===== config.mk =====
export PLATFORM = sky130hd
export DESIGN_NAME = ahbMasterStage
export DESIGN_NICKNAME = d
export VERILOG_FILES = /design/src/source/ahbMatrixPkg.sv /design/src/source/ahbMasterStage.sv /design/src/source/dataPhaseMux.sv /design/src/source/defaultSlave.sv /design/src/source/addrHoldStage.sv /design/src/source/slotDecoder.sv
export SDC_FILE = /design/constraint.sdc
export NUM_CORES = 1
export LEC_CHECK = 0
export ABC_AREA = 1
export BUFFER_PORTS_ARGS = -buffer_cell sky130_fd_sc_hd__clkbuf_2
export CAP_MARGIN = 10
export CORE_MARGIN = 5
export CORE_UTILIZATION = 28
export DETAILED_ROUTE_END_ITERATION = 6
export GPL_ROUTABILITY_DRIVEN = 0
export GPL_TIMING_DRIVEN = 0
export HOLD_SLACK_MARGIN = 0.05
export SYNTH_ARGS = -nofsm -noshare
export SYNTH_HDL_FRONTEND = slang
export SYNTH_HIERARCHICAL = 1
export SYNTH_SLANG_ARGS = --single-unit

===== constraint.sdc =====
create_clock -name clk -period 6.5 [get_ports clk]
set_input_delay 1.3 -clock clk [delete_from_list [all_inputs] [get_ports clk]]
set_output_delay 1.3 -clock clk [all_outputs]
set_load 0.01 [all_outputs]

===== src/source/ahbMatrixPkg.sv =====
// Four fixed slots on haddr[31:28]; slot 2 is disabled and indices 4 to 15 are unmapped
`default_nettype none

package ahbMatrixPkg;

  localparam int NumSlots = 4;
  localparam int AddrWidth = 32;
  localparam int DataWidth = 32;

  // Slot 2 has no slave behind it
  localparam logic [NumSlots-1:0] SlotEnable = 4'b1011;

  // Slot index field of haddr
  localparam int SlotMsb = 31;
  localparam int SlotLsb = 28;
  localparam int SlotIdxWidth = SlotMsb - SlotLsb + 1;

  typedef logic [NumSlots-1:0] slotVec_t;

  typedef enum logic [1:0] {
    transIdle   = 2'b00,
    transBusy   = 2'b01,
    transNonseq = 2'b10,
    transSeq    = 2'b11
  } htrans_t;

  typedef struct packed {
    logic [AddrWidth-1:0] haddr;
    logic                 hwrite;
    logic [2:0]           hsize;
    htrans_t              htrans;
  } addrPhase_t;

  typedef struct packed {
    logic [DataWidth-1:0] hrdata;
    logic                 hreadyout;
    logic                 hresp;
  } slaveResp_t;

  typedef enum logic {holdIdle, holdWait} holdState_t;

  typedef enum logic [1:0] {dsIdle, dsErrFirst, dsErrSecond} dsState_t;

endpackage

`default_nettype wire

===== src/source/ahbMasterStage.sv =====
// One master, four slots; no lock support, write data goes to every slave stage unrouted
`default_nettype none

module ahbMasterStage
  import ahbMatrixPkg::*;
(
  input  logic                 clk,
  input  logic                 rst,
  input  addrPhase_t           masterAddr,
  input  logic [DataWidth-1:0] hwdata,
  output logic                 hready,
  output logic                 hresp,
  output logic [DataWidth-1:0] hrdata,
  output addrPhase_t           slaveAddr,
  output logic [DataWidth-1:0] slaveWdata,
  output slotVec_t             slotReq,
  input  slotVec_t             slotGnt,
  input  slaveResp_t           slaveResp [NumSlots]
);

  logic accept;
  logic unmapped;
  logic waiting;
  logic dataReady;

  addrHoldStage u_addrHoldStage (
    .clk        (clk),
    .rst        (rst),
    .masterAddr (masterAddr),
    .dataReady  (dataReady),
    .slotGnt    (slotGnt),
    .slaveAddr  (slaveAddr),
    .slotReq    (slotReq),
    .unmapped   (unmapped),
    .accept     (accept),
    .waiting    (waiting)
  );

  // slotReq doubles as the decoded select for the data phase
  dataPhaseMux u_dataPhaseMux (
    .clk       (clk),
    .rst       (rst),
    .accept    (accept),
    .slotSel   (slotReq),
    .unmapped  (unmapped),
    .waiting   (waiting),
    .slaveResp (slaveResp),
    .hrdata    (hrdata),
    .hready    (hready),
    .hresp     (hresp),
    .dataReady (dataReady)
  );

  assign slaveWdata = hwdata;

endmodule

`default_nettype wire


===== src/source/dataPhaseMux.sv =====
// Tracks a single outstanding data phase; with none pending the master sees OKAY and ready
`default_nettype none

module dataPhaseMux
  import ahbMatrixPkg::*;
(
  input  logic                 clk,
  input  logic                 rst,
  input  logic                 accept,
  input  slotVec_t             slotSel,
  input  logic                 unmapped,
  input  logic                 waiting,
  input  slaveResp_t           slaveResp [NumSlots],
  output logic [DataWidth-1:0] hrdata,
  output logic                 hready,
  output logic                 hresp,
  output logic                 dataReady
);

  // Top bit selects the default slave
  logic [NumSlots:0] target;
  slaveResp_t        dsResp;
  slaveResp_t        selResp;

  defaultSlave u_defaultSlave (
    .clk   (clk),
    .rst   (rst),
    .start (accept && unmapped),
    .resp  (dsResp)
  );

  always_ff @(posedge clk)
  begin
    if (rst)
      target <= '0;
    else if (accept)
      target <= {unmapped, slotSel};
    else if (dataReady)
      target <= '0;
  end

  always_comb
  begin
    selResp = '{hrdata: '0, hreadyout: 1'b1, hresp: 1'b0};
    if (target[NumSlots])
      selResp = dsResp;
    for (int i = 0; i < NumSlots; i++)
    begin
      if (target[i])
        selResp = slaveResp[i];
    end
  end

  assign hrdata = selResp.hrdata;
  assign hresp = selResp.hresp;
  assign dataReady = selResp.hreadyout;

  // Master also stalls while an address sits in the hold register
  assign hready = dataReady && !waiting;

  property pTargetOneHot;
    @(posedge clk) disable iff (rst)
      accept |=> $onehot(target);
  endproperty

  assert property (pTargetOneHot)
    else $error("data-phase target not one-hot after accept: %h", target);

endmodule

`default_nettype wire


===== src/source/defaultSlave.sv =====
// Two-cycle ERROR for every started transfer; read data is always zero
`default_nettype none

module defaultSlave
  import ahbMatrixPkg::*;
(
  input  logic       clk,
  input  logic       rst,
  input  logic       start,
  output slaveResp_t resp
);

  dsState_t state;
  dsState_t stateNext;

  always_comb
  begin
    case (state)
      dsIdle:      stateNext = start ? dsErrFirst : dsIdle;
      dsErrFirst:  stateNext = dsErrSecond;
      // Back-to-back unmapped transfers restart the error sequence
      dsErrSecond: stateNext = start ? dsErrFirst : dsIdle;
      default:     stateNext = dsIdle;
    endcase
  end

  always_ff @(posedge clk)
  begin
    if (rst)
      state <= dsIdle;
    else
      state <= stateNext;
  end

  assign resp.hrdata = '0;
  assign resp.hreadyout = (state != dsErrFirst);
  assign resp.hresp = (state != dsIdle);

  // Hold stage cannot accept while the first error cycle stalls the bus
  property pNoStartInFirst;
    @(posedge clk) disable iff (rst)
      start |-> (state != dsErrFirst);
  endproperty

  assert property (pNoStartInFirst)
    else $error("default slave started during first error cycle");

endmodule

`default_nettype wire


===== src/source/addrHoldStage.sv =====
// Holds one address phase until its slot grants; hwdata is not held, the master keeps it stable
`default_nettype none

module addrHoldStage
  import ahbMatrixPkg::*;
(
  input  logic       clk,
  input  logic       rst,
  input  addrPhase_t masterAddr,
  input  logic       dataReady,
  input  slotVec_t   slotGnt,
  output addrPhase_t slaveAddr,
  output slotVec_t   slotReq,
  output logic       unmapped,
  output logic       accept,
  output logic       waiting
);

  holdState_t state;
  holdState_t stateNext;
  addrPhase_t holdReg;
  addrPhase_t presented;
  slotVec_t   slotSel;
  logic       decUnmapped;
  logic       active;
  logic       granted;
  logic       capture;

  // Held copy replaces the live bus while waiting for a grant
  assign presented = (state == holdWait) ? holdReg : masterAddr;

  slotDecoder u_slotDecoder (
    .addr     (presented),
    .slotSel  (slotSel),
    .unmapped (decUnmapped)
  );

  assign active = (presented.htrans == transNonseq) || (presented.htrans == transSeq);
  assign granted = |(slotSel & slotGnt);

  assign accept = active && dataReady && (granted || decUnmapped);
  assign capture = (state == holdIdle) && active && dataReady && !granted && !decUnmapped;

  assign slotReq = active ? slotSel : '0;
  assign unmapped = active && decUnmapped;
  assign slaveAddr = presented;
  assign waiting = (state == holdWait);

  always_comb
  begin
    case (state)
      holdIdle: stateNext = capture ? holdWait : holdIdle;
      holdWait: stateNext = accept ? holdIdle : holdWait;
      default:  stateNext = holdIdle;
    endcase
  end

  always_ff @(posedge clk)
  begin
    if (rst)
      state <= holdIdle;
    else
      state <= stateNext;
  end

  always_ff @(posedge clk)
  begin
    if (capture)
      holdReg <= masterAddr;
  end

  // The slave stages must see the same address for the whole wait
  property pHoldStable;
    @(posedge clk) disable iff (rst)
      (waiting && !accept) |=> (slaveAddr == $past(slaveAddr));
  endproperty

  assert property (pHoldStable)
    else $error("slaveAddr changed while waiting for grant");

endmodule

`default_nettype wire


===== src/source/slotDecoder.sv =====
// Purely combinational; disabled slots in SlotEnable decode as unmapped, not as a select
`default_nettype none

module slotDecoder
  import ahbMatrixPkg::*;
(
  input  addrPhase_t addr,
  output slotVec_t   slotSel,
  output logic       unmapped
);

  logic [SlotIdxWidth-1:0] slotIdx;

  assign slotIdx = addr.haddr[SlotMsb:SlotLsb];

  always_comb
  begin
    slotSel = '0;
    unmapped = 1'b1;
    for (int i = 0; i < NumSlots; i++)
    begin
      // Only enabled slots may claim the transfer
      if ((slotIdx == SlotIdxWidth'(i)) && SlotEnable[i])
      begin
        slotSel[i] = 1'b1;
        unmapped = 1'b0;
      end
    end
  end

endmodule

`default_nettype wire


## After elaboration in Yosys (flattened, before gate mapping)

Cells that the tools add are included.

- Input port bits: 212
- Bits in registers: 46
- Output and inout port bits: 108

- Reductions and logical operators: 20
- Eq/ne operators: 7
- Bitwise operators: 2
- Mux-type cells: 20

Operators with widths:

| kind | count |
|---|---|
| 34-bit two-way mux | 4 |
| 38-bit two-way mux | 1 |
| 5-bit two-way mux | 2 |
| 1-bit logical AND | 9 |
| 1-bit two-way mux | 9 |
| 2-bit == test, second input constant | 3 |
| 4-bit AND | 1 |
| 4-bit by 1-bit == test with 1-bit output, second input constant | 1 |
| 4-bit by 2-bit == test with 1-bit output, second input constant | 1 |
| 4-bit logical NOT | 1 |
| 4-bit two-way mux | 1 |
| 2-bit case mux with 2 select lines | 1 |
| 2-bit nonzero test | 2 |
| 4-bit OR reduction | 1 |
| 1-bit logical NOT | 3 |
| 2-bit by 1-bit == test with 1-bit output, second input constant | 1 |
| 2-bit logical NOT | 1 |
| 1-bit logical OR | 2 |
| 2-bit two-way mux | 1 |
| 2-bit by 1-bit != test with 1-bit output, second input constant | 1 |
| 1-bit case mux with 2 select lines | 1 |
| 2-bit OR reduction | 1 |
| 1-bit NOT | 1 |

## Logic depth before layout (Yosys ltp)

- Depth after elaboration: 11
- Depth in mapped cells: 18
- Gate-level depth less buffers: 16

## Hierarchy

Netlist, hierarchy kept.

By module, submodules not included:

| module | seq. area each (sq um) | area an instance (sq um) | cells an instance | times used |
|---|---|---|---|---|
| addrHoldStage | 1161.1 | 1833.0 | 196 | 1 |
| dataPhaseMux | 100.1 | 1542.7 | 299 | 1 |
| defaultSlave | 40.0 | 312.8 | 42 | 1 |
| ahbMasterStage | 0.0 | 240.2 | 32 | 1 |
| slotDecoder | 0.0 | 61.3 | 15 | 1 |

## Worst setup path after synthesis

OpenSTA, ideal clock, no wires.

- Kind: input to output
- Start point: in masterAddr[35] (netlist bit)
- End point: out slotReq[1]
- Path slack: 3.265 ns
- Buffers on the path: 0
- Stages on the path: 7
- Data arrival time: 1.935 ns
- Cells stage by stage: nand2_1 nand2_1 inv_1 nand2_1 nor2_1 inv_1 nor2_2

RTL lines:

| element | line | text |
|---|---|---|
| start, declared | ahbMasterStage.sv:9 | `input addrPhase_t masterAddr,` |
| end, declared | ahbMasterStage.sv:16 | `output slotVec_t slotReq,` |

## Worst setup path in the final report

- Start point: in masterAddr[35] (netlist bit)
- End point: out slotReq[1]

- Cells in the longest elaborated chain, start to end: 4

Ends and longest elaborated chain:

| element | line | text |
|---|---|---|
| 38-bit two-way mux | addrHoldStage.sv:30 | `assign presented = (state == holdWait) ? holdReg : masterAddr;` |
| 4-bit by 1-bit == test with 1-bit output | slotDecoder.sv:23 | `if ((slotIdx == SlotIdxWidth'(i)) && SlotEnable[i])` |
| 1-bit two-way mux | slotDecoder.sv:23 |  |
| named net u_addrHoldStage.slotSel[1] | addrHoldStage.sv:23 | `slotVec_t slotSel;` |
| 4-bit two-way mux | addrHoldStage.sv:44 | `assign slotReq = active ? slotSel : '0;` |

The timed path passes the listed nets, and every way through them passes these cells.

==> flow_metrics.env <==
export IMPL_status="complete, no violations"
export IMPL_cts_root_buffer="clkbuf_16"
export IMPL_initial_core_util_pct=28.63
export IMPL_rr_startpoint="u_addrHoldStage/waiting"
export IMPL_synthCells=584
export IMPL_crit_path_top_delay_cell="clkbuf_2"
export IMPL_fin_crit_ns=3.469
export IMPL_rsz0062_at_grt="no"
export IMPL_syn_avg_cell_area_um2=6.832
export IMPL_max_stage_delay_ns=0.16
export IMPL_grt_antenna_before_repair=0
export IMPL_worstPathRequired_ns=5.20
export IMPL_yosysUniqueCellTypes=21
export IMPL_grt_pass1_vias=4443
export IMPL_crit_path_start_kind="input pin"
export IMPL_finalMaxSlewViolations=0
export IMPL_grt_start_max_net_pins=39
export IMPL_synth_seq_area_share_pct=32.61
export IMPL_portBuffers=286
export IMPL_crit_start="masterAddr[35]"
export IMPL_worstPathCellList="clkbuf_2, nand2_1, nand2_1, inv_1, nand2_1, nor2_1, inv_1, nor2_2, clkbuf_2"
export IMPL_finalHoldViolations=0
export IMPL_arrival_ns=2.17
export IMPL_powerDensity_mw_per_mm2=139.0
export IMPL_io_pins=320
export IMPL_htree_levels=2
export IMPL_finalCritPeriodShare_pct=53.37
export IMPL_cts_path_max_buffers=2
export IMPL_drc=0
export IMPL_mostFrequentLayoutCell="clkbuf_2"
export IMPL_fin_skew_ns=0.008007
export IMPL_cp_top_family="simple AND/OR/NAND/NOR gates"
export IMPL_detail_route_wl_per_cell_um=13.92
export IMPL_worstHoldStart="u_dataPhaseMux/u_defaultSlave/state[0]"
export IMPL_rows=43
export IMPL_area_delta_synth_final_pct=48.26
export IMPL_final_util_pct=42.45
export IMPL_power_leakage_nw=3.303
export IMPL_grt_pass1_wl_um=22060
export IMPL_path_clk_slew_ns=0.06
export IMPL_tightest_slew_ns=0.8251
export IMPL_die_area_mm2=0.01674
export IMPL_slew_limit_headroom_pct=44.91
export IMPL_grt_ovfl_total=0
export IMPL_cts_setup_buffers=0
export IMPL_drtPass1Iterations=4
export IMPL_hold_path_class="flop to flop"
export IMPL_cts_buffers=5
export IMPL_cts_tree="done"
export IMPL_die_h_um=129.4
export IMPL_postRouteAntennaNets=0
export IMPL_path_max_fanout=3
export IMPL_final_cell_mix="clkbuf_2, nand2_1, a21oi_1"
export IMPL_setup_viol=0
export IMPL_synth_cell_area_mm2=0.003990
export IMPL_cts_hold_buf=0
export IMPL_ctsResizeCount=0
export IMPL_drive_gt1_share_pct=44.55
export IMPL_clock_sinks=46
export IMPL_wl_um=15180
export IMPL_insertion_delay_ns=0.28
export IMPL_max_freq_ghz=0.2883
export IMPL_rrSetupSlack_ns=4.05
export IMPL_grt_use_total_pct=16.41
export IMPL_drt_initial_drc_count=159
export IMPL_peakVddDrop_v=0.0001208
export IMPL_crit_type="input pin to output port"
export IMPL_dp_cells=1081
export IMPL_path_common_cell="nand2_1"
export IMPL_final_net_count=1120
export IMPL_critPathCaptureType="output port"
export IMPL_viasPerCell=4.272
export IMPL_place_hpwl_um=12840
export IMPL_instances_no_fill=1090
export IMPL_synth_seq_cells=46
export IMPL_cap_violations=0
export IMPL_core_mm2=0.01393
export IMPL_critical_path_buf_inv_count=4
export IMPL_tns_ns=0
export IMPL_die_x_um=129.4
export IMPL_yosys_warnings=6
export IMPL_route_vias_total=4657
[tightest hold or removal path, stage by stage, from the launching register on]
cell,delay (ns)
dfxtp_1,0.31
nand2_2,0.07
nor2_1,0.03
[state kept, by name, indices dropped and copies added (netlist names)]
name and cells:
u_addrHoldStage/holdReg 38, u_addrHoldStage/waiting 1, u_dataPhaseMux/target 5, u_dataPhaseMux/u_defaultSlave/state 2
[per-layer routing]
| layer | share of wire [%] | routed length (um) | track usage, % |
|---|---|---|---|
| met1 | 37 | 5686 | 18.74 |
| met4 | 1.1 | 163 | 3.891 |
| met5 | 0 | 0 | 0 |
| met3 | 11 | 1616 | 5.029 |
| met2 | 51 | 7711 | 29.91 |
[cell type report]
cell class                      instances  area, um^2
Clock buffer                            5       125.1
Antenna cell                            1       2.502
Buffer                                102       732.0
Fill cell                            1550        8019
Sequential cell                        46        1301
Tap cell                              180       225.2
Timing Repair Buffer                  286        1431
Multi-Input combinational cell        439        1968
Clock inverter                          3       25.02
Inverter                               28       105.1
[metrics by stage]
stage | power, mW | area (um^2) | setup slack (ns) | hold WS (ns)
6_report | 0.8222 | 5916 | 3.031 | 0.4547
2_1_floorplan | 0.4587 | 4106 | 3.265 | 0.4342
5_1_grt | 0.8722 | 5913 | 2.883 | 0.4840
3_3_place_gp | 0.5734 | 5763 | 2.847 | 0.4492
3_5_place_dp | 0.5751 | 5763 | 3.022 | 0.4490
4_1_cts | 0.8337 | 5913 | 3.020 | 0.4584
[cell families after synthesis]
family | share of synthesized area, %
and+or+nand+nor | 26.34
AOI/OAI and AO/OA | 19.88
buffers and inverters | 20.98
DFF | 32.61
other | 0.1882
[final timing paths]
path / endpoint / cells after the start
setup / recovery: slotReq[1] / 9
hold reg to reg: u_dataPhaseMux/u_defaultSlave/state[1] / 2
setup reg to reg: u_addrHoldStage/holdReg[25] / 12
hold / removal: u_dataPhaseMux/u_defaultSlave/state[1] / 2
[Yosys cell counts]
cell type	count	area (um^2)
nor2_8	1	20.02
edfxtp_1	38	1141
conb_1	2	7.510
buf_2	18	90.09
nor2_2	7	43.79
nor2_1	42	157.7
inv_2	3	11.26
inv_1	25	93.84
o211ai_1	33	247.7
clkbuf_1	5	18.77
o21ai_1	1	5.000
dfxtp_1	8	160.2
buf_4	67	503.0
nand3_1	1	5.000
a21oi_1	108	540.5
buf_1	2	7.510
nand4_1	5	31.28
buf_6	10	112.6
and2_1	1	6.260
nand2_1	203	762.0
nand2_2	4	25.02
[power by group]
part	internal [mW]	leakage [nW]	switching (mW)	total, mW
clock network	0.144	0.0704	0.111	0.255
registers	0.328	0.410	0.00217	0.330
logic	0.118	2.82	0.119	0.237
(Power assumes the default switching activity.)
